$ cat src/hw/rvCorePkg.sv
package rvCorePkg;

  typedef logic [31:0] wordT;
  typedef logic [4:0]  regIdxT;
  typedef logic [11:0] csrAddrT;
  typedef logic [3:0]  aluOpT;
  typedef logic [1:0]  wbSelT;

  localparam aluOpT ALU_ADD   = 4'd0;
  localparam aluOpT ALU_SUB   = 4'd1;
  localparam aluOpT ALU_SLL   = 4'd2;
  localparam aluOpT ALU_SLT   = 4'd3;
  localparam aluOpT ALU_SLTU  = 4'd4;
  localparam aluOpT ALU_XOR   = 4'd5;
  localparam aluOpT ALU_SRL   = 4'd6;
  localparam aluOpT ALU_SRA   = 4'd7;
  localparam aluOpT ALU_OR    = 4'd8;
  localparam aluOpT ALU_AND   = 4'd9;
  localparam aluOpT ALU_COPYB = 4'd10;

  localparam wbSelT WB_ALU = 2'd0;
  localparam wbSelT WB_MEM = 2'd1;
  localparam wbSelT WB_PC4 = 2'd2;
  localparam wbSelT WB_CSR = 2'd3;

  // operand B sources, zero is the fall-through entry
  localparam logic [1:0] BSEL_REG  = 2'd0;
  localparam logic [1:0] BSEL_IMM  = 2'd1;
  localparam logic [1:0] BSEL_CSR  = 2'd2;
  localparam logic [1:0] BSEL_ZERO = 2'd3;

  // access size, matches funct3[1:0] of loads and stores
  localparam logic [1:0] MEM_BYTE = 2'd0;
  localparam logic [1:0] MEM_HALF = 2'd1;
  localparam logic [1:0] MEM_WORD = 2'd2;

  localparam logic [6:0] OP_LUI    = 7'b0110111;
  localparam logic [6:0] OP_AUIPC  = 7'b0010111;
  localparam logic [6:0] OP_JAL    = 7'b1101111;
  localparam logic [6:0] OP_JALR   = 7'b1100111;
  localparam logic [6:0] OP_BRANCH = 7'b1100011;
  localparam logic [6:0] OP_LOAD   = 7'b0000011;
  localparam logic [6:0] OP_STORE  = 7'b0100011;
  localparam logic [6:0] OP_IMM    = 7'b0010011;
  localparam logic [6:0] OP_REG    = 7'b0110011;
  localparam logic [6:0] OP_SYSTEM = 7'b1110011;

  localparam wordT RESET_PC   = 32'h0;
  localparam int   DMEM_WORDS = 256;
  localparam int   DMEM_AW    = $clog2(DMEM_WORDS);

  localparam csrAddrT CSR_MTVEC  = 12'h305;
  localparam csrAddrT CSR_MEPC   = 12'h341;
  localparam csrAddrT CSR_MCAUSE = 12'h342;
  localparam wordT    MCAUSE_ECALL = 32'd11;

  typedef enum logic {
    FETCH_IDLE,
    FETCH_HOLD
  } fetchStateT;

  typedef struct packed {
    wordT pc;
    wordT inst;
  } fetchPktT;

  typedef struct packed {
    aluOpT      aluOp;
    logic       aluASel;
    logic [1:0] aluBSel;
    logic       memRead;
    logic       memWrite;
    logic [1:0] memSize;
    logic       memUnsigned;
    logic       regWrite;
    wbSelT      wbSel;
    logic       csrWrite;
    logic       csrSet;
    logic       branch;
    logic [2:0] brFunct;
    logic       jump;
    logic       jalr;
    logic       ecall;
    logic       mret;
    logic       ebreak;
    regIdxT     rd;
    regIdxT     rs1;
    regIdxT     rs2;
    wordT       imm;
    csrAddrT    csrId;
  } ctrlT;

  typedef struct packed {
    wordT   pc;
    regIdxT rd;
    wordT   data;
    logic   regWrite;
  } commitT;

endpackage

$ cat src/hw/rvRegFile.sv
module rvRegFile
  import rvCorePkg::*;
(
  input  logic    clk,
  input  logic    reset,
  input  regIdxT  rs1,
  input  regIdxT  rs2,
  output wordT    regData1,
  output wordT    regData2,
  input  logic    regWrite,
  input  regIdxT  rd,
  input  wordT    regDataWB,
  input  csrAddrT csrId,
  output wordT    csrReadData,
  input  logic    csrWrite,
  input  wordT    csrWriteData,
  input  logic    ecall,
  input  wordT    pc,
  output wordT    mtvec,
  output wordT    mepc
);

  // entry 0 is cleared by reset and never written
  wordT regs [32];
  wordT mtvecReg;
  wordT mepcReg;
  wordT mcauseReg;

  assign regData1 = regs[rs1];
  assign regData2 = regs[rs2];
  assign mtvec    = mtvecReg;
  assign mepc     = mepcReg;

  always_ff @(posedge clk) begin
    if (reset) begin
      for (int i = 0; i < 32; i++) begin
        regs[i] <= '0;
      end
    end else if (regWrite && rd != '0) begin
      regs[rd] <= regDataWB;
    end
  end

  always_comb begin
    case (csrId)
      CSR_MTVEC:  csrReadData = mtvecReg;
      CSR_MEPC:   csrReadData = mepcReg;
      CSR_MCAUSE: csrReadData = mcauseReg;
      default:    csrReadData = '0;
    endcase
  end

  always_ff @(posedge clk) begin
    if (reset) begin
      mtvecReg  <= '0;
      mepcReg   <= '0;
      mcauseReg <= '0;
    end else if (ecall) begin
      // trap entry wins over any csr write
      mepcReg   <= pc;
      mcauseReg <= MCAUSE_ECALL;
    end else if (csrWrite) begin
      case (csrId)
        CSR_MTVEC:  mtvecReg  <= csrWriteData;
        CSR_MEPC:   mepcReg   <= csrWriteData;
        CSR_MCAUSE: mcauseReg <= csrWriteData;
        default: ;
      endcase
    end
  end

endmodule

$ cat config.mk
export PLATFORM = sky130hd
export DESIGN_NAME = rvRegFile
export DESIGN_NICKNAME = d
export VERILOG_FILES = /design/src/hw/rvCorePkg.sv /design/src/hw/rvRegFile.sv
export SDC_FILE = /design/constraint.sdc
export NUM_CORES = 2
export LEC_CHECK = 0
export BUFFER_PORTS_ARGS = -buffer_cell sky130_fd_sc_hd__buf_2
export CAP_MARGIN = 30
export CORE_MARGIN = 10
export CORE_UTILIZATION = 60
export DETAILED_ROUTE_END_ITERATION = 12
export PLACE_DENSITY = 0.78
export RECOVER_POWER = 100
export SYNTH_ARGS = -nofsm -noshare
export SYNTH_HDL_FRONTEND = slang
export SYNTH_SLANG_ARGS = --single-unit
$ cat constraint.sdc
create_clock -name clk -period 2.55 [get_ports clk]
set_input_delay 0.3825 -clock clk [delete_from_list [all_inputs] [get_ports clk]]
set_output_delay 0.3825 -clock clk [all_outputs]
set_load 0.05 [all_outputs]
==> flow_summary.json <==
{
  "status": "finished, violations left",
  "violations": "max-capacitance violations, max-slew violations, negative setup slack",
  "vdd_ir_drop_max_mv": 0.5592,
  "wl_per_cell_um": 31.01,
  "cts.sinks": 1120,
  "yosysUniqueCellTypes": 38,
  "routed_wl_um": 214900,
  "num_io_pins": 288,
  "grt_pass1_vias": 46790,
  "min_period_ns": 2.666,
  "synth-seq-area-share_pct": 54.74,
  "num_rows": 115,
  "p_total_mw": 45.48,
  "setup_violations": 27,
  "portBuffers": 287,
  "initial_core_util_pct": 60.55,
  "avgSynthCellArea_um2": 11.58,
  "drc": 0,
  "power_density_mw_per_mm2": 644.1,
  "clkLatencyLatePin_ns": 0.72,
  "tns_ns": -1.055,
  "critPathLaunchType": "register",
  "syn_to_final_growth_pct": 18.30,
  "die_w_um": 335.4,
  "fillCellCount": 6521,
  "rsz0062_at_grt": "yes",
  "ys.warnings.count": 0,
  "end_kind": "output pin",
  "cts_made_buffers": 115,
  "cts-root-buf": "clkbuf_16",
  "worst-setup-path-type": "register to output pin",
  "syn-instance-count": 5154,
  "cts_tree": "built",
  "grt_overflow": 0,
  "antenna_left": 0,
  "drv_cap": 4,
  "clk_path_buf_depth": 3,
  "dpl.hpwl_um": 127400,
  "power_leakage_nw": 27.89,
  "drt_first_pass_iters": 12,
  "worstHoldPathType": "input pin to register",
  "core_mm2": 0.09856,
  "fin_skew_ns": 0,
  "synthArstFlopShare_pct": 0,
  "die-area_mm2": 0.1125,
  "synth_edf_count": 1024,
  "setup_ws_ns": -0.1159,
  "vias_per_cell": 6.859,
  "required_ns": 2.17,
  "grt_max_degree": 132,
  "die_y_um": 335.4,
  "path_max_fanout": 2,
  "antenna_found_initial": 18,
  "cts.htree.levels": 3,
  "slew_headroom_pct": -32.98,
  "worstMarginPinSlew_ns": 1.995,
  "cp_data_arrival_time_ns": 2.28,
  "drive_gt1_share_pct": 16.41,
  "ys_ff_latch": 1120,
  "slew_viol_final": 203,
  "synth_ff_type": "edfxtp_1",
  "finalCritPeriodShare_pct": 104.5,
  "num-nets-final": 5666,
  "place.gp.congestion": 0.9249,
  "hold_viol_final": 0,
  "drtIter0Drc": 7798,
  "fmax_ghz": 0.3751,
  "mappedNetlistArea_mm2": 0.05968,
  "grtUsageTotal_pct": 36.78,
  "grt_pass1_wl_um": 307100,
  "vias": 47540,
  "path_clk_slew_ns": 0.07
}
kinds of logic (layout without fill, tap and decap cells):
kind of cell    Yosys count  after routing  share of synthesized area (%)
simple gates           1746           1746                          16.04
flops                  1120           1120                          54.74
mux                    1024           1024                          17.17
compound gates          720            720                          8.258
buf+inv                 543            990                          3.776
other cells               1             44                       0.006284
worst max-delay path, cell delays in order, from the launching register on:
cell and delay (ns):
edfxtp_1 0.42, buf_6 0.15, mux2i_4 0.15, a22o_1 0.20, nor3_4 0.07, a31oi_4 0.23, nand3_2 0.14, buf_12 0.18
Yosys cell counts, drive strengths merged, types with 48 or more instances:
cell type / number / share of area, %
nor3: 65 / 0.55
a31oi: 67 / 0.70
dfxtp: 96 / 3.2
buf: 173 / 1.4
nand3: 195 / 1.6
inv: 48 / 0.30
a22o: 128 / 1.9
edfxtp: 1024 / 52
mux2i: 1024 / 17
nor2: 55 / 0.35
a21oi: 269 / 2.3
a22oi: 192 / 2.4
and2: 994 / 10
clkbuf: 321 / 2.0
nand2: 374 / 2.4
worst paths after layout:
kind | slack, ns | start | depth (start not counted) | to
max | -0.12 | regs[3][29] | 7 | regData1[29]
min | 0.05 | pc[23] | 3 | mepc[23]
max reg2reg | 1.01 | mepc[4] | 3 | mepc[4]
min reg2reg | 0.46 | mcauseReg[29] | 2 | mcauseReg[29]
registers in the layout, summed over array words and instances (netlist names):
name and flops:
regs 1024, mcauseReg 32, mepc 32, mtvec 32
area by class of cell:
| cell class | instances | area (um^2) | share of cell area, % |
|---|---|---|---|
| antenna | 12 | 30.03 | 0.04253 |
| clock buffer | 143 | 3053 | 4.324 |
| clock inverter | 68 | 713.2 | 1.010 |
| inverter | 49 | 183.9 | 0.2605 |
| multi-input combinational | 3522 | 25800 | 36.54 |
| sequential | 1120 | 32670 | 46.28 |
| tap | 1287 | 1610 | 2.281 |
| timing repair buffer | 730 | 6541 | 9.265 |
per-layer routing:
metal  share of wire, %  track usage (%)  vias up
met3                 15            10.17     1025
met2                 43            55.17     4258
met1                 34            47.12    22730
met5              0.021                0        -
met4                7.3            22.50        8
li1                   -                -    19520
layout by cell type, fill, tap and decap left out, types with 108 or more instances in the layout:
master and instances:
buf_2 137, and2_0 406, buf_4 186, clkbuf_16 117, a21oi_1 269, edfxtp_1 1024, nand2_1 372, mux2i_1 1019
a22o_1 128, a22oi_1 192, clkbuf_1 113, nand3_1 152, buf_12 108, and2_1 586
where the power goes:
part           total, mW  internal, mW  switching (mW)
clock               17.1          9.78            7.36
combinational       6.77          2.52            4.26
sequential          21.6          21.0           0.566
per-stage QoR:
step | instances | util, % | worst slack, ns | hold WS, ns | area [um^2]
final | 6931 | 71.63 | -0.1159 | 0.04889 | 70600
after CTS | 6907 | 71.94 | -0.08380 | 0.01025 | 70900
after global routing | 6925 | 71.62 | -0.1254 | 0.03173 | 70590
after floorplan | 5185 | - | 0.1823 | 0.4360 | 59800
after detailed placement | 6632 | 66.82 | -0.08102 | 0.4503 | 65860
after global placement | 6632 | 66.82 | -0.05112 | 0.4425 | 65860
timing repair:
| item | CTS | global route |
|---|---|---|
| pin swaps | 31 | 62 |
| hold buffers | 65 | 0 |
| gates cloned | 1 | 3 |
| gates resized for setup | 129 | 99 |
| hold endpoints to repair | 95 | 0 |
| endpoints found under the setup margin | 44 | 58 |
| setup buffers | 0 | 10 |
Note: power is estimated with default switching activity, not from simulation.
