$ cat config.mk
export PLATFORM = sky130hd
export DESIGN_NAME = rvDecode
export DESIGN_NICKNAME = d
export VERILOG_FILES = /design/src/hw/rvCorePkg.sv /design/src/hw/rvDecode.sv
export SDC_FILE = /design/constraint.sdc
export NUM_CORES = 1
export LEC_CHECK = 0
export BUFFER_PORTS_ARGS = -buffer_cell sky130_fd_sc_hd__buf_4
export CORE_ASPECT_RATIO = 2
export CORE_MARGIN = 4
export CORE_UTILIZATION = 38
export DETAILED_ROUTE_END_ITERATION = 16
export GPL_TIMING_DRIVEN = 0
export PLACE_DENSITY = 0.95
export SLEW_MARGIN = 20
export SYNTH_ARGS = -nofsm -noshare
export SYNTH_HDL_FRONTEND = slang
export SYNTH_SLANG_ARGS = --single-unit
$ cat constraint.sdc
create_clock -name vclk -period 4.2
set_input_delay 0.84 -clock vclk [all_inputs]
set_output_delay 0.84 -clock vclk [all_outputs]
set_load 0.01 [all_outputs]
$ cat src/hw/rvCorePkg.sv
package rvCorePkg;

  typedef logic [31:0] wordT;
  typedef logic [4:0]  regIdxT;
  typedef logic [11:0] csrAddrT;
  typedef logic [3:0]  aluOpT;
  typedef logic [1:0]  wbSelT;

  localparam aluOpT ALU_ADD   = 4'd0;
  localparam aluOpT ALU_SUB   = 4'd1;
  localparam aluOpT ALU_SLL   = 4'd2;
  localparam aluOpT ALU_SLT   = 4'd3;
  localparam aluOpT ALU_SLTU  = 4'd4;
  localparam aluOpT ALU_XOR   = 4'd5;
  localparam aluOpT ALU_SRL   = 4'd6;
  localparam aluOpT ALU_SRA   = 4'd7;
  localparam aluOpT ALU_OR    = 4'd8;
  localparam aluOpT ALU_AND   = 4'd9;
  localparam aluOpT ALU_COPYB = 4'd10;

  localparam wbSelT WB_ALU = 2'd0;
  localparam wbSelT WB_MEM = 2'd1;
  localparam wbSelT WB_PC4 = 2'd2;
  localparam wbSelT WB_CSR = 2'd3;

  // operand B sources, zero is the fall-through entry
  localparam logic [1:0] BSEL_REG  = 2'd0;
  localparam logic [1:0] BSEL_IMM  = 2'd1;
  localparam logic [1:0] BSEL_CSR  = 2'd2;
  localparam logic [1:0] BSEL_ZERO = 2'd3;

  // access size, matches funct3[1:0] of loads and stores
  localparam logic [1:0] MEM_BYTE = 2'd0;
  localparam logic [1:0] MEM_HALF = 2'd1;
  localparam logic [1:0] MEM_WORD = 2'd2;

  localparam logic [6:0] OP_LUI    = 7'b0110111;
  localparam logic [6:0] OP_AUIPC  = 7'b0010111;
  localparam logic [6:0] OP_JAL    = 7'b1101111;
  localparam logic [6:0] OP_JALR   = 7'b1100111;
  localparam logic [6:0] OP_BRANCH = 7'b1100011;
  localparam logic [6:0] OP_LOAD   = 7'b0000011;
  localparam logic [6:0] OP_STORE  = 7'b0100011;
  localparam logic [6:0] OP_IMM    = 7'b0010011;
  localparam logic [6:0] OP_REG    = 7'b0110011;
  localparam logic [6:0] OP_SYSTEM = 7'b1110011;

  localparam wordT RESET_PC   = 32'h0;
  localparam int   DMEM_WORDS = 256;
  localparam int   DMEM_AW    = $clog2(DMEM_WORDS);

  localparam csrAddrT CSR_MTVEC  = 12'h305;
  localparam csrAddrT CSR_MEPC   = 12'h341;
  localparam csrAddrT CSR_MCAUSE = 12'h342;
  localparam wordT    MCAUSE_ECALL = 32'd11;

  typedef enum logic {
    FETCH_IDLE,
    FETCH_HOLD
  } fetchStateT;

  typedef struct packed {
    wordT pc;
    wordT inst;
  } fetchPktT;

  typedef struct packed {
    aluOpT      aluOp;
    logic       aluASel;
    logic [1:0] aluBSel;
    logic       memRead;
    logic       memWrite;
    logic [1:0] memSize;
    logic       memUnsigned;
    logic       regWrite;
    wbSelT      wbSel;
    logic       csrWrite;
    logic       csrSet;
    logic       branch;
    logic [2:0] brFunct;
    logic       jump;
    logic       jalr;
    logic       ecall;
    logic       mret;
    logic       ebreak;
    regIdxT     rd;
    regIdxT     rs1;
    regIdxT     rs2;
    wordT       imm;
    csrAddrT    csrId;
  } ctrlT;

  typedef struct packed {
    wordT   pc;
    regIdxT rd;
    wordT   data;
    logic   regWrite;
  } commitT;

endpackage

$ cat src/hw/rvDecode.sv
module rvDecode
  import rvCorePkg::*;
(
  input  wordT inst,
  output ctrlT ctrl
);

  logic [6:0] opcode;
  logic [2:0] funct3;
  logic       altOp;
  wordT       immI;
  wordT       immS;
  wordT       immB;
  wordT       immU;
  wordT       immJ;

  assign opcode = inst[6:0];
  assign funct3 = inst[14:12];
  // funct7 bit 5 picks sub and sra
  assign altOp  = inst[30];

  assign immI = {{20{inst[31]}}, inst[31:20]};
  assign immS = {{20{inst[31]}}, inst[31:25], inst[11:7]};
  assign immB = {{19{inst[31]}}, inst[31], inst[7], inst[30:25], inst[11:8], 1'b0};
  assign immU = {inst[31:12], 12'b0};
  assign immJ = {{11{inst[31]}}, inst[31], inst[19:12], inst[20], inst[30:21], 1'b0};

  always_comb begin
    ctrl       = '0;
    ctrl.rd    = inst[11:7];
    ctrl.rs1   = inst[19:15];
    ctrl.rs2   = inst[24:20];
    ctrl.csrId = inst[31:20];
    ctrl.imm   = immI;

    case (opcode)
      OP_LUI: begin
        ctrl.aluOp    = ALU_COPYB;
        ctrl.aluBSel  = BSEL_IMM;
        ctrl.imm      = immU;
        ctrl.regWrite = 1'b1;
      end
      OP_AUIPC: begin
        ctrl.aluASel  = 1'b1;
        ctrl.aluBSel  = BSEL_IMM;
        ctrl.imm      = immU;
        ctrl.regWrite = 1'b1;
      end
      OP_JAL: begin
        ctrl.aluASel  = 1'b1;
        ctrl.aluBSel  = BSEL_IMM;
        ctrl.imm      = immJ;
        ctrl.jump     = 1'b1;
        ctrl.regWrite = 1'b1;
        ctrl.wbSel    = WB_PC4;
      end
      OP_JALR: begin
        ctrl.aluBSel  = BSEL_IMM;
        ctrl.jump     = 1'b1;
        ctrl.jalr     = 1'b1;
        ctrl.regWrite = 1'b1;
        ctrl.wbSel    = WB_PC4;
      end
      OP_BRANCH: begin
        // target is pc + imm, comparator decides
        ctrl.aluASel = 1'b1;
        ctrl.aluBSel = BSEL_IMM;
        ctrl.imm     = immB;
        ctrl.branch  = 1'b1;
        ctrl.brFunct = funct3;
      end
      OP_LOAD: begin
        ctrl.aluBSel     = BSEL_IMM;
        ctrl.memRead     = 1'b1;
        ctrl.memSize     = funct3[1:0];
        ctrl.memUnsigned = funct3[2];
        ctrl.regWrite    = 1'b1;
        ctrl.wbSel       = WB_MEM;
      end
      OP_STORE: begin
        ctrl.aluBSel  = BSEL_IMM;
        ctrl.imm      = immS;
        ctrl.memWrite = 1'b1;
        ctrl.memSize  = funct3[1:0];
      end
      OP_IMM, OP_REG: begin
        ctrl.aluBSel  = (opcode == OP_REG) ? BSEL_REG : BSEL_IMM;
        ctrl.regWrite = 1'b1;
        case (funct3)
          3'b000:  ctrl.aluOp = (opcode == OP_REG && altOp) ? ALU_SUB : ALU_ADD;
          3'b001:  ctrl.aluOp = ALU_SLL;
          3'b010:  ctrl.aluOp = ALU_SLT;
          3'b011:  ctrl.aluOp = ALU_SLTU;
          3'b100:  ctrl.aluOp = ALU_XOR;
          3'b101:  ctrl.aluOp = altOp ? ALU_SRA : ALU_SRL;
          3'b110:  ctrl.aluOp = ALU_OR;
          default: ctrl.aluOp = ALU_AND;
        endcase
      end
      OP_SYSTEM: begin
        if (funct3 == 3'b000) begin
          ctrl.ecall  = (inst[31:20] == 12'h000);
          ctrl.ebreak = (inst[31:20] == 12'h001);
          ctrl.mret   = (inst[31:20] == 12'h302);
        end else if (funct3 == 3'b001 || funct3 == 3'b010) begin
          // csrrw passes rs1 through, csrrs ors it into the old value
          ctrl.csrSet   = funct3[1];
          ctrl.aluOp    = ALU_OR;
          ctrl.aluBSel  = funct3[1] ? BSEL_CSR : BSEL_ZERO;
          ctrl.csrWrite = 1'b1;
          ctrl.regWrite = 1'b1;
          ctrl.wbSel    = WB_CSR;
        end
      end
      default: ;
    endcase
  end

endmodule

==> key figures, run 1 <==
Outcome
  • Run status: completed

Worst setup path
  • Worst path arrival time: 2.30 ns
  • CP endpoint kind: output pin
  • Crit path max-delay cell type: sky130_fd_sc_hd__nand4bb_4
  • Critical path startpoint category: input pin
  • Worst setup path category: input pin to output pin
  • Kind of cell adding the most delay to the critical path: simple AND/OR/NAND/NOR gates
  • Critical path buffers and inverters: 2
  • Top fanout value on the critical path: 8
  • Slowest Stage Delay on Critical Path: 0.31 ns
  • Required time at the worst-slack endpoint: 3.36 ns
  • Chain of cells forming the critical path: buf_2, nand4bb_4, nor4b_4, nand4_1, nor4b_1, buf_4

GRT
  • Global-route wire length before repair: 6400 um
  • Antenna violations before repair: 0
  • Via count of the first global-routing pass: 1447
  • Global Route Usage Sum: 22.2%
  • Pin count of the biggest net entering global routing: 11
  • Remaining global-route overflow: 0

Pwr
  • Combinational power share: 100.0%
  • Sequential cell fraction of total power: 0%
  • Clock share of power: 0%
  • Sw Ratio: 43.8%
  • Worst-case vdd ir drop: 0.0000535 V
  • PwrDens: 90.1 nW/um^2
  • Int Pwr: 0.0967 mW
  • Net Switching: 0.0754 mW
  • Leakage power: 1.15 nW

STA
  • Final Slew Violations: 0
  • Number of endpoints with negative hold slack in the final report: 0
  • Worst slew margin: 72.2%
  • Transition at the pin with the smallest max-transition slack: 0.407 ns
  • Final period demand of the worst path: 3.14 ns
  • Post-route fraction of the period consumed by the critical path: 74.8%
  • RSZ-0062 raised after global routing: no
  • Setup-violating endpoint count in the final report: 0
  • Fmax: 318 MHz
  • Fin Setup TNS: 0 ns

Run
  • Max-cap violations: 0

Placed design
  • Count of buffers inserted at the top-level ports: 114
  • Half-perimeter wire length after placement: 3710 um
  • Placer Congestion: 0.857
  • DP Area: 1910 um^2
  • Post-Place Cells: 291

Synthesis
  • Largest area contributor in the synthesized netlist: sky130_fd_sc_hd__buf_4
  • Cell area after technology mapping: 1020 um^2
  • Leading cell types by total area after synthesis: sky130_fd_sc_hd__buf_4 (23%), sky130_fd_sc_hd__a21o_1 (15%), sky130_fd_sc_hd__nor2b_1 (8.0%)
  • Share of synthesized area occupied by flip-flops and latches: 0%
  • Number of distinct library cells after synthesis: 41
  • Synth Net Count: 181
  • Synth warnings: 0
  • Area share of the leading cell type in the synthesized netlist: 22.9%
  • Synthesized netlist cell count: 149
  • Avg Inst Size Synth: 6.84 um^2

CTS
  • Post-CTS Hold Fix Bufs: 0
  • Resized cells post-CTS: 0
  • Total setup buffers inserted after CTS: 0

Floorplan
  • Die Footprint: 3620 um^2
  • Die width: 44.6 um
  • Initial Util: 39.6%
  • Die height: 81.2 um
  • Area of the core: 2570 um^2
  • Count of standard-cell rows: 26
  • Number of top-level design ports: 117

Cells and area
  • Number of fill cells: 226
  • Number of antenna diodes: 0
  • Area of all placed cells without fillers: 1910 um^2
  • Area growth, synth to finish: 87.5%
  • Share of layout cells above drive strength 1: 59.3%
  • Sequential cell area: 0 um^2
  • Number of sequential storage elements: 0
  • Count of clock-net buffers in the final layout: 0
  • Final non-filler cell total: 291
  • Count of nets after finishing: 297

Route
  • Number of detailed-routing iterations run before antenna repair: 4
  • Residual DRC count: 0
  • Routed Antenna Nets: 0
  • Routed wire length per instance: 14.7 um
  • Starting DRC count in detailed routing: 15
  • Via count normalized by instance count: 5.19
  • DRT Wirelength: 4270 um
  • Routed via count: 1511

Min path
  • HP Class: input pin to output pin
==> cell usage in the layout, fill, tap and decap left out, types with 2 or more instances in the layout <==
cell	instances
sky130_fd_sc_hd__buf_2	5
sky130_fd_sc_hd__clkbuf_1	3
sky130_fd_sc_hd__buf_4	145
sky130_fd_sc_hd__inv_1	4
sky130_fd_sc_hd__nand2b_1	2
sky130_fd_sc_hd__and2_1	5
sky130_fd_sc_hd__nor2b_1	13
sky130_fd_sc_hd__a21o_1	20
sky130_fd_sc_hd__o21ai_0	2
sky130_fd_sc_hd__nor3_1	4
sky130_fd_sc_hd__nand4b_1	2
sky130_fd_sc_hd__or3_1	2
sky130_fd_sc_hd__and3_1	3
sky130_fd_sc_hd__mux2i_1	2
sky130_fd_sc_hd__a22o_1	5
sky130_fd_sc_hd__nand2_1	9
sky130_fd_sc_hd__nor2_1	12
sky130_fd_sc_hd__nor4_1	2
==> layer usage <==
metal  vias to the layer above  track usage, %  share of wire, %
met5                         -               0                 0
li1                        725               -                 -
met2                        91            45.4                58
met4                         0            5.44               2.7
met1                       683            21.2                29
met3                        12            3.55                10
==> synth_stat cells (2+ instances only) <==
library cell and number:
sky130_fd_sc_hd__o21ai_0 2, sky130_fd_sc_hd__mux2i_1 2, sky130_fd_sc_hd__nand4b_1 2, sky130_fd_sc_hd__and2_1 5
sky130_fd_sc_hd__nand2b_1 2, sky130_fd_sc_hd__nand2_1 9, sky130_fd_sc_hd__or3_1 2, sky130_fd_sc_hd__inv_1 4
sky130_fd_sc_hd__nor3_1 4, sky130_fd_sc_hd__and3_1 3, sky130_fd_sc_hd__nor4_1 2, sky130_fd_sc_hd__nor2b_1 13
sky130_fd_sc_hd__a22o_1 5, sky130_fd_sc_hd__a21o_1 20, sky130_fd_sc_hd__nor2_1 12, sky130_fd_sc_hd__clkbuf_1 3
sky130_fd_sc_hd__buf_2 5, sky130_fd_sc_hd__buf_4 31
==> power by group through the flow <==
| stage | Combinational [mW] | Sequential (mW) | Clock (mW) |
|---|---|---|---|
| after floorplan | 0.0808 | 0 | 0 |
| final | 0.172 | 0 | 0 |
| after global placement | 0.169 | 0 | 0 |
| after CTS | 0.174 | 0 | 0 |
| after global routing | 0.185 | 0 | 0 |
| after detailed placement | 0.173 | 0 | 0 |
==> final timing paths <==
kind / startpoint / end / slack (ns) / cells after the start
setup / recovery: inst[3] / ctrl[61] / 1.06 / 6
hold / removal: inst[10] / ctrl[57] / 1.95 / 3
==> area by class of cell <==
type / count / area, um^2 / share of cell area, %
Buffer: 40 / 274 / 14.4
Inverter: 4 / 15.0 / 0.786
Multi-Input combinational cell: 105 / 729 / 38.2
Tap cell: 28 / 35.0 / 1.83
Timing Repair Buffer: 114 / 856 / 44.8
==> kinds of logic after synthesis <==
family | Yosys count | share of synthesized area, %
buffers and inverters | 44 | 28.4
and+or+nand+nor | 65 | 40.8
muxes | 2 | 1.97
xor gates and xnor gates | 1 | 0.860
AOI/OAI and AO/OA | 37 | 28.0
==> per-stage QoR <==
step                setup WS, ns  hold WS, ns  power, mW  util [%]
global route               0.921         1.97      0.185      74.3
global placement            1.06         1.95      0.169      74.3
floorplan                   1.21         1.73     0.0808         -
CTS                         1.03         1.95      0.174      74.3
detailed placement          1.05         1.95      0.173      74.3
finish                      1.06         1.95      0.172      74.3
Note: power is estimated with default switching activity, not from simulation.
==> run 2, diff against run 1 <==
- CORE_UTILIZATION: 38 -> 36
- PLACE_DENSITY: 0.95 -> 0.9
- clock period: 4.2 -> 3 ns (I/O delays scaled with it)
==> run 2 against run 1 <==
Against the previous run: sequential share of layout area unchanged; final area about the same; hold slack worse by 0.48 ns; non-clock buffer count unchanged; final cell count up 0.34%; largest power group unchanged; highest routed layer unchanged.
==> key figures, run 2 (synthesis results as in run 1) <==
GRT
  • Remaining global-route overflow: 0 (unchanged)
  • Antenna violations before repair: 0 (unchanged)
  • Via count of the first global-routing pass: 1462 (+1.0%)
  • Global-route wire length before repair: 6130 um (-4.2%)
  • Pin count of the biggest net entering global routing: 11 (unchanged)
  • Global Route Usage Sum: 19.7% (-2.5 points)

Cells and area
  • Leading cell type in the layout, fill and taps excluded: sky130_fd_sc_hd__buf_4
  • Number of sequential storage elements: 0 (unchanged)
  • Count of nets after finishing: 297 (unchanged)
  • Commonest non-fill, non-tap cells in the layout: sky130_fd_sc_hd__buf_4 (145), sky130_fd_sc_hd__a21o_1 (20), sky130_fd_sc_hd__nor2b_1 (13), sky130_fd_sc_hd__nor2_1 (12), sky130_fd_sc_hd__nand2_1 (9)
  • Area growth, synth to finish: 87.6% (about the same)
  • Count of clock-net buffers in the final layout: 0 (unchanged)
  • Number of fill cells: 264 (+17%)
  • Share of layout cells above drive strength 1: 59.3% (unchanged)
  • Number of antenna diodes: 0 (unchanged)
  • Sequential cell area: 0 um^2 (unchanged)
  • Final core area utilization: 69.8% (-4.5 points)

Floorplan
  • Die height: 83.2 um (+2.5%)
  • Count of standard-cell rows: 27 (+3.8%)
  • Initial Util: 37.2% (-2.4 points)
  • Number of top-level design ports: 117 (unchanged)
  • Die width: 45.6 um (+2.3%)
  • Die Footprint: 3800 um^2 (+4.8%)
  • Area of the core: 2740 um^2 (+6.5%)

Min path
  • Start point of the worst min-delay path: inst[9]
  • HP Class: input pin to output pin
  • Min-Delay Path Depth: 3 (unchanged)
  • Hold Path End: ctrl[56]

Worst setup path
  • Top fanout value on the critical path: 10 (+2)
  • Required time at the worst-slack endpoint: 2.40 ns (-0.96 ns)
  • Chain of cells forming the critical path: buf_2, nand4bb_4, nor3b_2, buf_2, nor2_1, a22o_1, buf_4
  • Worst setup path category: input pin to output pin
  • Critical path buffers and inverters: 3 (+1)
  • Critical path startpoint category: input pin
  • CP endpoint kind: output pin
  • Kind of cell adding the most delay to the critical path: simple AND/OR/NAND/NOR gates
  • Most common cell type on the critical path: sky130_fd_sc_hd__buf_2
  • Slowest Stage Delay on Critical Path: 0.31 ns (about the same)
  • Worst path arrival time: 2.05 ns (-0.25 ns)
  • Crit path max-delay cell type: sky130_fd_sc_hd__nand4bb_4

Outcome
  • Run status: completed

Route
  • Residual DRC count: 0 (unchanged)
  • Number of detailed-routing iterations run before antenna repair: 4 (unchanged)
  • Routed Antenna Nets: 0 (unchanged)
  • Routed via count: 1477 (-2.3%)
  • DRT Wirelength: 3960 um (-7.4%)
  • Via count normalized by instance count: 5.06 (-2.6%)
  • Starting DRC count in detailed routing: 15 (unchanged)
  • Routed wire length per instance: 13.5 um (-7.8%)

STA
  • Final period demand of the worst path: 2.65 ns
  • Transition at the pin with the smallest max-transition slack: 0.443 ns (+0.0358 ns)
  • Setup-violating endpoint count in the final report: 0 (unchanged)
  • Final Slew Violations: 0 (unchanged)
  • Fmax: 377 MHz
  • RSZ-0062 raised after global routing: no
  • Fin Setup TNS: 0 ns (unchanged)
  • Worst slew margin: 69.7% (-2.4 points)
  • Number of endpoints with negative hold slack in the final report: 0 (unchanged)
  • Post-route fraction of the period consumed by the critical path: 88.4%

Pwr
  • Leakage power: 1.15 nW (unchanged)
  • PwrDens: 125 nW/um^2 (+38%)
  • Worst-case vdd ir drop: 0.0000669 V (+25%)

Run
  • Max-cap violations: 0 (unchanged)

Placed design
  • Placer Congestion: 0.907 (+5.8%)
  • Half-perimeter wire length after placement: 3430 um (-7.4%)
  • Count of buffers inserted at the top-level ports: 114 (unchanged)

CTS
  • Total setup buffers inserted after CTS: 0 (unchanged)
  • Post-CTS Hold Fix Bufs: 0 (unchanged)
  • Resized cells post-CTS: 0 (unchanged)
run 2: cell counts in the layout (fill, tap and decap cells not counted):
Identical to the previous run, type by type.
run 2: stage by stage:
| step | worst slack (ns) | total power [mW] | area, um^2 | instances | hold slack (ns) |
|---|---|---|---|---|---|
| after floorplan | 0.493 | 0.113 | 1020 | 149 | 1.25 |
| after global placement | 0.351 | 0.237 | 1910 | 292 | 1.47 |
| after global routing | 0.156 | 0.257 | 1910 | 292 | 1.48 |
| after CTS | 0.309 | 0.241 | 1910 | 292 | 1.47 |
| after detailed placement | 0.319 | 0.240 | 1910 | 292 | 1.47 |
| final | 0.349 | 0.238 | 1910 | 292 | 1.47 |
run 2: worst max-delay path by stage:
| stage | startpoint | endpoint | slack (ns) | cells after the start |
|---|---|---|---|---|
| floorplan | inst[3] | ctrl[81] | 0.49 | 5 |
| global placement | inst[3] | ctrl[15] | 0.35 | 7 |
| detailed placement | inst[3] | ctrl[61] | 0.32 | 6 |
| CTS | inst[3] | ctrl[61] | 0.31 | 6 |
| global route | inst[3] | ctrl[61] | 0.16 | 6 |
| finish | inst[3] | ctrl[15] | 0.35 | 7 |
run 2: layer usage:
metal | GRT usage [%] | share of wire, % | vias up
met3 | 2.60 | 11 | 8
met1 | 17.7 | 31 | 662
met5 | 0 | 0 | -
li1 | - | - | 724
met4 | 4.00 | 2.0 | 0
met2 | 40.6 | 56 | 83
run 2: final cells by class:
| type | count | area [um^2] | share of cell area, % |
|---|---|---|---|
| Timing Repair Buffer | 114 | 856 | 44.8 |
| Multi-Input combinational cell | 105 | 729 | 38.2 |
| Buffer | 40 | 274 | 14.3 |
| Tap cell | 29 | 36.3 | 1.90 |
| Inverter | 4 | 15.0 | 0.786 |
run 2: power breakdown:
group	switching (mW)	leakage, nW	total (mW)	internal [mW]
clock network	0	0	0	0
registers	0	0	0	0
logic	0.103	1.15	0.238	0.135
total	0.103	1.15	0.238	0.135
run 2: worst min-delay path, stage by stage:
cell and delay (ns):
sky130_fd_sc_hd__buf_4 0.08, sky130_fd_sc_hd__buf_4 0.09, sky130_fd_sc_hd__buf_4 0.10
