## src/hw/rvCorePkg.sv

```systemverilog
package rvCorePkg;

  typedef logic [31:0] wordT;
  typedef logic [4:0]  regIdxT;
  typedef logic [11:0] csrAddrT;
  typedef logic [3:0]  aluOpT;
  typedef logic [1:0]  wbSelT;

  localparam aluOpT ALU_ADD   = 4'd0;
  localparam aluOpT ALU_SUB   = 4'd1;
  localparam aluOpT ALU_SLL   = 4'd2;
  localparam aluOpT ALU_SLT   = 4'd3;
  localparam aluOpT ALU_SLTU  = 4'd4;
  localparam aluOpT ALU_XOR   = 4'd5;
  localparam aluOpT ALU_SRL   = 4'd6;
  localparam aluOpT ALU_SRA   = 4'd7;
  localparam aluOpT ALU_OR    = 4'd8;
  localparam aluOpT ALU_AND   = 4'd9;
  localparam aluOpT ALU_COPYB = 4'd10;

  localparam wbSelT WB_ALU = 2'd0;
  localparam wbSelT WB_MEM = 2'd1;
  localparam wbSelT WB_PC4 = 2'd2;
  localparam wbSelT WB_CSR = 2'd3;

  // operand B sources, zero is the fall-through entry
  localparam logic [1:0] BSEL_REG  = 2'd0;
  localparam logic [1:0] BSEL_IMM  = 2'd1;
  localparam logic [1:0] BSEL_CSR  = 2'd2;
  localparam logic [1:0] BSEL_ZERO = 2'd3;

  // access size, matches funct3[1:0] of loads and stores
  localparam logic [1:0] MEM_BYTE = 2'd0;
  localparam logic [1:0] MEM_HALF = 2'd1;
  localparam logic [1:0] MEM_WORD = 2'd2;

  localparam logic [6:0] OP_LUI    = 7'b0110111;
  localparam logic [6:0] OP_AUIPC  = 7'b0010111;
  localparam logic [6:0] OP_JAL    = 7'b1101111;
  localparam logic [6:0] OP_JALR   = 7'b1100111;
  localparam logic [6:0] OP_BRANCH = 7'b1100011;
  localparam logic [6:0] OP_LOAD   = 7'b0000011;
  localparam logic [6:0] OP_STORE  = 7'b0100011;
  localparam logic [6:0] OP_IMM    = 7'b0010011;
  localparam logic [6:0] OP_REG    = 7'b0110011;
  localparam logic [6:0] OP_SYSTEM = 7'b1110011;

  localparam wordT RESET_PC   = 32'h0;
  localparam int   DMEM_WORDS = 256;
  localparam int   DMEM_AW    = $clog2(DMEM_WORDS);

  localparam csrAddrT CSR_MTVEC  = 12'h305;
  localparam csrAddrT CSR_MEPC   = 12'h341;
  localparam csrAddrT CSR_MCAUSE = 12'h342;
  localparam wordT    MCAUSE_ECALL = 32'd11;

  typedef enum logic {
    FETCH_IDLE,
    FETCH_HOLD
  } fetchStateT;

  typedef struct packed {
    wordT pc;
    wordT inst;
  } fetchPktT;

  typedef struct packed {
    aluOpT      aluOp;
    logic       aluASel;
    logic [1:0] aluBSel;
    logic       memRead;
    logic       memWrite;
    logic [1:0] memSize;
    logic       memUnsigned;
    logic       regWrite;
    wbSelT      wbSel;
    logic       csrWrite;
    logic       csrSet;
    logic       branch;
    logic [2:0] brFunct;
    logic       jump;
    logic       jalr;
    logic       ecall;
    logic       mret;
    logic       ebreak;
    regIdxT     rd;
    regIdxT     rs1;
    regIdxT     rs2;
    wordT       imm;
    csrAddrT    csrId;
  } ctrlT;

  typedef struct packed {
    wordT   pc;
    regIdxT rd;
    wordT   data;
    logic   regWrite;
  } commitT;

endpackage

```

## src/hw/rvFetch.sv

```systemverilog
module rvFetch
  import rvCorePkg::*;
(
  input  logic     clk,
  input  logic     reset,
  input  wordT     inst,
  input  logic     instValid,
  input  logic     iduReady,
  input  wordT     nextPc,
  output wordT     instAddr,
  output fetchPktT fetchPkt,
  output logic     ifuValid
);

  fetchStateT state;
  wordT       pc;

  assign instAddr = pc;
  assign ifuValid = (state == FETCH_HOLD);

  always_ff @(posedge clk) begin
    if (reset) begin
      state <= FETCH_IDLE;
      pc    <= RESET_PC;
    end else begin
      case (state)
        FETCH_IDLE: begin
          if (instValid) begin
            state <= FETCH_HOLD;
          end
        end
        FETCH_HOLD: begin
          // instruction retires on this edge, move on
          if (iduReady) begin
            state <= FETCH_IDLE;
            pc    <= nextPc;
          end
        end
        default: state <= FETCH_IDLE;
      endcase
    end
  end

  // packet is held untouched while waiting for writeback
  always_ff @(posedge clk) begin
    if (state == FETCH_IDLE && instValid) begin
      fetchPkt.pc   <= pc;
      fetchPkt.inst <= inst;
    end
  end

endmodule

```

## config.mk

```make
export PLATFORM = sky130hd
export DESIGN_NAME = rvFetch
export DESIGN_NICKNAME = d
export VERILOG_FILES = /design/src/hw/rvCorePkg.sv /design/src/hw/rvFetch.sv
export SDC_FILE = /design/constraint.sdc
export NUM_CORES = 1
export LEC_CHECK = 0
export ABC_CLOCK_PERIOD_IN_PS = 3750
export BUFFER_PORTS_ARGS = -buffer_cell sky130_fd_sc_hd__buf_2
export CAP_MARGIN = 10
export CORE_UTILIZATION = 41
export DETAILED_ROUTE_END_ITERATION = 8
export HOLD_SLACK_MARGIN = 0.06
export PLACE_DENSITY = 0.82
export RECOVER_POWER = 25
export SYNTH_ARGS = -nofsm -noshare
export SYNTH_HDL_FRONTEND = slang
export SYNTH_SLANG_ARGS = --single-unit
```

## constraint.sdc

```tcl
create_clock -name clk -period 3.75 [get_ports clk]
set_clock_uncertainty 0.2 [all_clocks]
set_input_delay 0.1875 -clock clk [delete_from_list [all_inputs] [get_ports clk]]
set_output_delay 0.1875 -clock clk [all_outputs]
set_load 0.1 [all_outputs]
```

==> results of run 1 <==
[stage by stage]
| stage | utilization | worst slack [ns] |
|---|---|---|
| global route | 0.647 | 1.47 |
| floorplan | - | 0.475 |
| global placement | 0.540 | 1.99 |
| finish | 0.647 | 1.59 |
| detailed placement | 0.540 | 1.96 |
| CTS | 0.647 | 1.57 |
[flip-flops by register name, summed over array words and instances (netlist names)]
register and flops:
fetchPkt 64, ifuValid 1, instAddr 32
[layer usage]
layer,wire length [um],part of all wire,GRT usage
met1,3280,0.42,0.210
met2,4020,0.51,0.327
met3,497,0.063,0.0537
met4,70,0.0089,0.0500
met5,0,0,0
[cell families (layout without fill, tap and decap cells)]
logic type             Yosys count  count (layout)  synth area share
flip-flops                      97              97             0.756
AND/OR/NAND/NOR                 34              34            0.0505
buffers and inverters           18             246            0.0381
AO/OA/AOI/OAI                   65              65             0.156
[power breakdown]
group	leakage, nW	switching [mW]	internal (mW)
sequential	0.897	0.0193	1.20
clock	0.107	0.350	0.329
combinational	1.19	0.495	0.125
[worst paths after layout]
path             endpoint  slack (ns)  cells past startpoint
min reg2reg  fetchPkt[35]        0.25                      0
max              ifuValid        1.59                      2
max reg2reg  fetchPkt[56]        2.07                      2
min          instAddr[11]        0.22                      2
[final cells by class]
type | count | area (um2) | area share
tap | 102 | 128 | 0.0250
multi-input combinational | 99 | 712 | 0.140
clock buffer | 10 | 138 | 0.0270
clock inverter | 6 | 66.3 | 0.0130
timing repair buffer | 230 | 1480 | 0.289
sequential | 97 | 2580 | 0.506
[timing repair]
| item | in CTS | in global routing |
|---|---|---|
| endpoints found under the hold margin | 64 | 0 |
| setup buffers | 0 | 0 |
| hold buffers | 64 | 0 |
[critical path, delay by kind of cell (launching register included)]
| kind | cells | cell delay (ns) |
|---|---|---|
| buf+inv | 2 | 1.07 |
| flops | 1 | 0.36 |
[layout by cell type, fill, tap and decap left out]
cell	n
clkinv_2	2
inv_6	1
a21bo_2	8
nor2b_1	1
nand3_1	32
buf_2	163
edfxtp_1	64
buf_4	2
clkbuf_1	1
bufinv_16	1
clkinv_4	2
dlygate4sd3_1	64
o21ba_1	1
a21oi_2	11
clkbuf_8	10
dfxtp_2	1
a21oi_1	21
dfxtp_1	32
a21bo_1	24
nor2b_4	1
==> flow_metrics.py, run 1 <==
metrics = {
    "critical_path": {
        "arrival_ns": 1.77,
        "end_kind": "primary output",
        "timing.rr.start": "ifuValid",
        "path_max_fanout": 66,
        "path_cells": "buf_4 -> buf_2",
        "slowest_delay_ns": 0.54,
        "crit_required_ns": 3.36,
        "critical_path_class": "reg -> out",
        "worstSetupStartpoint": "ifuValid",
        "crit_slowest_cell": "buf_2",
        "crit_path_start_kind": "register",
    },
    "layout": {
        "fillers": 583,
        "stdcell_count": 544,
        "final_area_um2": 5100,
        "drive_gt1_frac": 0.457,
        "diodes": 0,
        "layout.nets": 505,
        "area_delta_synth_final_pct": 49.3,
    },
    "clock_network": {
        "path_clk_slew_ns": 0.10,
        "cts_sinks": 97,
        "cts_buffers": 9,
        "htreeDepth": 3,
        "cts_root_buffer": "clkbuf_8",
        "clockBufferDepth": 2,
        "clk_latency_ns": 0.35,
        "cts_tree": "yes",
        "cts_resized": 0,
    },
    "yosys": {
        "synth.yosys.seq_area_share": 0.756,
        "yosys.area.top_type": "edfxtp_1",
        "synthCells": 214,
        "yosysWarnings": 0,
        "synth_edf_count": 64,
        "synthTopCellsByCount": "64 x edfxtp_1, 33 x dfxtp_1, 32 x nand3_1, 24 x a21bo_1, 21 x a21oi_1",
        "ys_async_sr_fraction": 0,
        "synth.most_common_cell": "edfxtp_1",
        "syn_nets": 282,
        "ys.flop_type": "edfxtp_1",
        "ys_seq_elements": 97,
        "synth.distinct_cells": 13,
        "yosys-top-cells-area": "edfxtp_1 56%, dfxtp_1 19%, a21bo_1 7.0%, nand3_1 4.7%, a21oi_1 3.1%",
        "synth_top_area_frac": 0.562,
        "syn_area_um2": 3420,
        "synth.avg_cell_area_um2": 16.0,
    },
    "placed_design": {
        "dp_cells": 464,
        "placed_area_um2": 4260,
        "place_congestion": 0.699,
        "place_hpwl_um": 4610,
        "portBuffers": 164,
    },
    "global_route": {
        "antenna_found_initial": 0,
        "grt_pass1_wl_um": 11900,
        "grt_max_degree": 67,
        "grt_overflow": 0,
        "grt_use_total": 0.182,
        "grt_pass1_vias": 2498,
    },
    "detailed_routing": {
        "viasPerCell": 4.72,
        "dr_total_vias": 2565,
        "drt_pass1_iterations": 4,
        "remaining_drc_errors": 0,
        "routed_wl_um": 7870,
        "drtIter0Drc": 74,
        "route.detailed.wl_per_inst_um": 14.5,
        "drtAntennaViolNets": 0,
    },
    "pwr": {
        "power_density_nw_per_um2": 494,
        "p_leak_nw": 2.19,
        "ir_drop_mv": 0.269,
        "totalPowerFinal_mw": 2.52,
    },
    "die": {
        "dieArea_um2": 8700,
        "rows": 32,
        "die_w_um": 93.3,
        "start_util": 0.433,
        "die_y_um": 93.3,
        "coreArea_um2": 7890,
        "io_pins": 165,
    },
    "timing": {
        "fin_crit_sh": 0.577,
        "hold-worst-slack_ns": 0.222,
        "finalCriticalPeriod_ns": 2.16,
        "relSlewSlack": 0.273,
        "setup_violations": 0,
        "slew_viol_final": 0,
        "max_freq_mhz": 463,
        "rsz0062_at_grt": "no",
        "final.setup.tns_ns": 0,
        "hold_violations": 0,
        "worstMarginPinSlew_ns": 1.09,
    },
    "status": {
        "run_status": "finished clean",
    },
    "hold_path": {
        "hold_class": "in -> reg",
        "worstHoldStart": "reset",
    },
    "job": {
        "maxCapViolations": 0,
    },
}
No activity file was read; power rests on OpenSTA's default activity.
==> run 2: changes to the inputs <==
--- a/config.mk
+++ b/config.mk
@@ -5,13 +5,13 @@
 export SDC_FILE = /design/constraint.sdc
 export NUM_CORES = 1
 export LEC_CHECK = 0
-export ABC_CLOCK_PERIOD_IN_PS = 3750
+export ABC_CLOCK_PERIOD_IN_PS = 2100
 export BUFFER_PORTS_ARGS = -buffer_cell sky130_fd_sc_hd__buf_2
 export CAP_MARGIN = 10
-export CORE_UTILIZATION = 41
+export CORE_UTILIZATION = 45
 export DETAILED_ROUTE_END_ITERATION = 8
 export HOLD_SLACK_MARGIN = 0.06
-export PLACE_DENSITY = 0.82
+export PLACE_DENSITY = 0.85
 export RECOVER_POWER = 25
 export SYNTH_ARGS = -nofsm -noshare
 export SYNTH_HDL_FRONTEND = slang
==> constraint.sdc (replaced) <==
create_clock -name clk -period 2.1 [get_ports clk]
set_clock_uncertainty 0.2 [all_clocks]
set_input_delay 0.105 -clock clk [delete_from_list [all_inputs] [get_ports clk]]
set_output_delay 0.105 -clock clk [all_outputs]
set_load 0.1 [all_outputs]
==> run 2 against run 1 <==
Total power rose by 77%. Sequential cell count stayed put. Via count increased by 6.4%. Clock power grew 68%. Sequential power is 80% higher.
==> flow_metrics.py, run 2 (synthesized netlist as in run 1, its figures left out) <==
metrics = {
    "status": {
        "run_status": "finished clean",
    },
    "clock_network": {
        "htreeDepth": 3,
        "cts_sinks": 97,
        "clockBufferDepth": 2,
        "path_clk_slew_ns": 0.09,
        "cts_root_buffer": "clkbuf_8",
        "cts_tree": "yes",
        "clk_latency_ns": 0.36,
        "cts_resized": 0,
        "cts_buffers": 9,
    },
    "global_route": {
        "grt_use_total": 0.230,
        "antenna_found_initial": 0,
        "grt_max_degree": 42,
        "grt_pass1_vias": 2763,
        "grt_overflow": 0,
        "grt_pass1_wl_um": 13300,
    },
    "detailed_routing": {
        "viasPerCell": 4.85,
        "drtIter0Drc": 110,
        "drtAntennaViolNets": 0,
        "remaining_drc_errors": 0,
        "routed_wl_um": 9210,
        "route.detailed.wl_per_inst_um": 16.4,
        "dr_total_vias": 2728,
        "drt_pass1_iterations": 4,
    },
    "critical_path": {
        "timing.rr.start": "ifuValid",
        "worst-path-buf-inv": 1,
        "slowest_delay_ns": 0.62,
        "end_kind": "register",
        "arrival_ns": 1.85,
        "rrSetupSlack_ns": 0.29,
        "crit_required_ns": 2.14,
        "crit_path_start_kind": "register",
        "worstSetupStartpoint": "ifuValid",
        "crit_slowest_cell": "dfxtp_4",
        "reg2reg_depth": 3,
        "cp_top_family": "flip-flops",
        "rr_endpoint": "instAddr[4]",
        "path_cells": "a21bo_2 -> a21oi_1 -> dlygate4sd3_1",
        "path_max_fanout": 40,
        "critical_path_class": "reg -> reg",
    },
    "die": {
        "die_y_um": 89.1,
        "die_w_um": 89.1,
        "io_pins": 165,
        "dieArea_um2": 7950,
        "coreArea_um2": 7290,
        "start_util": 0.469,
        "rows": 31,
    },
    "layout": {
        "diodes": 0,
        "stdcell_count": 563,
        "utilization": 0.731,
        "most-common-layout-cells": "159 x buf_2, 83 x dlygate4sd3_1, 64 x edfxtp_1",
        "layout.nets": 527,
        "final_area_um2": 5330,
        "fillers": 489,
        "drive_gt1_frac": 0.433,
        "mostFrequentLayoutCell": "buf_2",
        "area_delta_synth_final_pct": 56.0,
        "regMostFlops": "fetchPkt",
        "largest_reg_flops": 64,
    },
    "timing": {
        "worstMarginPinSlew_ns": 0.514,
        "slew_viol_final": 0,
        "rsz0062_at_grt": "no",
        "max_freq_mhz": 552,
        "fin_crit_sh": 0.863,
        "finalCriticalPeriod_ns": 1.81,
        "fin_ws_ns": 0.288,
        "hold_violations": 0,
        "setup_violations": 0,
        "relSlewSlack": 0.658,
    },
    "pwr": {
        "ir_drop_mv": 0.499,
        "totalPowerFinal_mw": 4.47,
        "power_density_nw_per_um2": 839,
        "p_leak_nw": 2.27,
    },
    "hold_path": {
        "holdPathStages": 3,
        "hold_class": "in -> reg",
        "worstHoldStart": "iduReady",
        "hold_end": "instAddr[26]",
    },
    "job": {
        "maxCapViolations": 0,
    },
    "placed_design": {
        "portBuffers": 164,
        "dp_cells": 464,
        "place_congestion": 0.714,
        "place_hpwl_um": 5180,
        "dp_worst_setup_slack_ns": 0.535,
        "placed_area_um2": 4320,
    },
}
==> run 2: changes by cell type in the layout (fill, tap and decap cells not counted), sizes merged <==
cell         before  now
inv               1    3
dlygate4sd3      64   83
buf             165  164
clkbuf           11   14
bufinv            1    0
==> run 2: layout make-up <==
type | instances | area, um2 | area share
Sequential cell | 97 | 2590 | 0.485
Timing Repair Buffer | 252 | 1720 | 0.323
Multi-Input combinational cell | 99 | 712 | 0.134
Clock buffer | 9 | 124 | 0.0232
Tap cell | 99 | 124 | 0.0232
Clock inverter | 7 | 62.6 | 0.0117
==> run 2: worst min-delay path, delay by kind of cell <==
kind                   cells  cell delay [ns]
AOI/OAI and AO/OA          2             0.36
buffers and inverters      1             0.25
==> run 2: worst max path at each step <==
stage	endpoint	slack, ns	depth (start not counted)
after floorplan	fetchPkt[0]	-0.10	2
after detailed placement	fetchPkt[8]	0.54	2
final	instAddr[4]	0.29	3
after global routing	instAddr[4]	0.20	3
after global placement	fetchPkt[46]	0.58	2
after CTS	ifuValid	0.29	1
==> run 2: layer usage <==
layer | up-vias | share of wire | GRT usage
met3 | 13 | 0.062 | 0.0545
met4 | 0 | 0.015 | 0.0952
met2 | 110 | 0.55 | 0.438
met5 | - | 0 | 0
li1 | 1285 | - | -
met1 | 1320 | 0.37 | 0.243
==> run 2: repair_timing <==
action	in CTS	in global routing
hold buffers	83	0
setup buffers	0	0
endpoints found under the hold margin	70	0
==> run 2: stage by stage <==
step | hold slack [ns] | TNS [ns]
floorplan | 0.00387 | -6.67
global placement | 0.0820 | 0
detailed placement | 0.0835 | 0
CTS | 0.196 | 0
global route | 0.226 | 0
finish | 0.201 | 0
==> run 2: where the power goes <==
group	internal [mW]	switching [mW]	leakage, nW
Clock	0.456	0.682	0.0976
Combinational	0.251	0.884	1.28
Sequential	2.14	0.0549	0.897
Total	2.85	1.62	2.27
==> run 3: changes to the inputs <==
--- a/config.mk
+++ b/config.mk
@@ -5,13 +5,13 @@
 export SDC_FILE = /design/constraint.sdc
 export NUM_CORES = 1
 export LEC_CHECK = 0
-export ABC_CLOCK_PERIOD_IN_PS = 2100
+export ABC_CLOCK_PERIOD_IN_PS = 1600
 export BUFFER_PORTS_ARGS = -buffer_cell sky130_fd_sc_hd__buf_2
 export CAP_MARGIN = 10
-export CORE_UTILIZATION = 45
+export CORE_UTILIZATION = 41
 export DETAILED_ROUTE_END_ITERATION = 8
 export HOLD_SLACK_MARGIN = 0.06
-export PLACE_DENSITY = 0.85
+export PLACE_DENSITY = 0.82
 export RECOVER_POWER = 25
 export SYNTH_ARGS = -nofsm -noshare
 export SYNTH_HDL_FRONTEND = slang
==> constraint.sdc (replaced) <==
create_clock -name clk -period 1.6 [get_ports clk]
set_clock_uncertainty 0.2 [all_clocks]
set_input_delay 0.08 -clock clk [delete_from_list [all_inputs] [get_ports clk]]
set_output_delay 0.08 -clock clk [all_outputs]
set_load 0.1 [all_outputs]
==> run 3 against run 2 <==
Wire length is 6.4% lower. Clock power is 64% higher. Highest routed layer unchanged. Total power up 40%. Sequential share of layout area down 0.057 points. Global-route usage down 3.5 points. Largest cell class unchanged. Fmax up 19%. Final cell count is 1.1% lower.
==> flow_metrics.py, run 3 (synthesized netlist as in run 1, its figures left out) <==
metrics = {
    "status": {
        "run_status": "finished clean",
    },
    "pwr": {
        "swShare": 0.329,
        "ir_drop_mv": 0.676,
        "p_leak_nw": 2.27,
        "internal_power_mw": 4.19,
        "power_density_nw_per_um2": 1170,
        "clockPowerShare": 0.299,
        "power.switching_mw": 2.06,
        "pwr-share-comb": 0.242,
        "pwr-share-seq": 0.459,
    },
    "die": {
        "start_util": 0.433,
        "die_w_um": 93.3,
        "dieArea_um2": 8700,
        "die_y_um": 93.3,
        "rows": 32,
        "io_pins": 165,
        "coreArea_um2": 7890,
    },
    "critical_path": {
        "critical_path_class": "reg -> reg",
        "path_max_fanout": 9,
        "arrival_ns": 1.60,
        "crit_required_ns": 1.68,
        "reg2reg_depth": 3,
        "end_kind": "register",
        "crit_path_start_kind": "register",
    },
    "clock_network": {
        "cts_buffers": 9,
        "cts_sinks": 97,
        "cts_tree": "yes",
        "htreeDepth": 3,
        "path_clk_slew_ns": 0.09,
        "clockBufferDepth": 2,
        "clk_latency_ns": 0.35,
        "cts_root_buffer": "clkbuf_8",
    },
    "layout": {
        "largest_reg_flops": 64,
        "regMostFlops": "fetchPkt",
        "area_delta_synth_final_pct": 56.1,
        "layout.nets": 519,
        "most-common-layout-cells": "160 x buf_2, 72 x dlygate4sd3_1, 64 x edfxtp_1",
        "diodes": 0,
        "drive_gt1_frac": 0.451,
        "utilization": 0.676,
        "mostFrequentLayoutCell": "buf_2",
    },
    "detailed_routing": {
        "dr_total_vias": 2655,
        "drt_pass1_iterations": 4,
        "viasPerCell": 4.77,
        "drtAntennaViolNets": 0,
        "route.detailed.wl_per_inst_um": 15.5,
        "drtIter0Drc": 97,
        "routed_wl_um": 8620,
        "remaining_drc_errors": 0,
    },
    "hold_path": {
        "hold_class": "in -> reg",
        "holdPathStages": 4,
    },
    "placed_design": {
        "place_hpwl_um": 4900,
        "place_congestion": 0.725,
        "portBuffers": 164,
    },
    "timing": {
        "rsz0062_at_grt": "no",
        "max_freq_mhz": 659,
        "finalCriticalPeriod_ns": 1.52,
        "final.setup.tns_ns": 0,
        "hold_violations": 0,
        "worstMarginPinSlew_ns": 0.504,
        "setup_violations": 0,
        "relSlewSlack": 0.666,
        "fin_crit_sh": 0.948,
        "slew_viol_final": 0,
    },
    "global_route": {
        "grt_pass1_wl_um": 12800,
        "grt_max_degree": 66,
        "grt_pass1_vias": 2656,
        "grt_overflow": 0,
        "antenna_found_initial": 0,
        "grt_use_total": 0.195,
    },
    "job": {
        "maxCapViolations": 0,
    },
}
-- run 3: worst paths after layout --
check	start	end	slack [ns]
setup reg to reg	ifuValid	instAddr[9]	0.08
hold / removal	iduReady	instAddr[27]	0.02
hold reg to reg	instAddr[22]	fetchPkt[54]	0.26
setup / recovery	ifuValid	instAddr[9]	0.08
-- run 3: final cells by class --
cell class	instances	area, um2
well taps	102	128
multi-input cells	99	712
fillers	584	2550
flip-flops and latches	97	2590
clock buffers	9	124
repair buffers	244	1670
clock inverters	6	115
-- run 3: worst max-delay path, stage by stage (launching register included) --
cell and delay (ns):
dfxtp_4 0.42, nand3_1 0.08, dlygate4sd3_1 0.60, a21oi_2 0.15
-- run 3: repair_timing --
action | 4_1_cts | 5_1_grt
gates resized for setup | 1 | 1
hold buffers | 71 | 1
endpoints found under the hold margin | 65 | 9
buffers inserted | 0 | 2
setup endpoints to repair | 1 | 5
-- run 3: stage by stage --
stage / setup slack, ns / power (mW) / hold WS [ns] / instances / instance area [um2]
2_1_floorplan: -0.604 / 4.04 / -0.0211 / 214 / 3470
3_3_place_gp: 0.293 / 4.27 / 0.0575 / 468 / 4400
3_5_place_dp: 0.253 / 4.29 / 0.0582 / 468 / 4400
4_1_cts: 0.0150 / 6.27 / 0.0199 / 554 / 5350
5_1_grt: 0.0598 / 6.45 / 0.0482 / 557 / 5340
6_report: 0.0829 / 6.25 / 0.0234 / 557 / 5340
-- run 3: power groups by stage --
stage	registers (mW)	logic [mW]	clock network, mW
2_1_floorplan	3.86	0.183	0
3_3_place_gp	2.92	1.35	0
3_5_place_dp	2.93	1.36	0
4_1_cts	2.88	1.49	1.90
5_1_grt	2.88	1.56	2.01
6_report	2.87	1.51	1.87
-- run 3: layer usage --
metal | global-route usage | part of all wire
met5 | 0 | 0
met4 | 0.0718 | 0.019
met1 | 0.218 | 0.39
met3 | 0.0447 | 0.072
met2 | 0.362 | 0.51
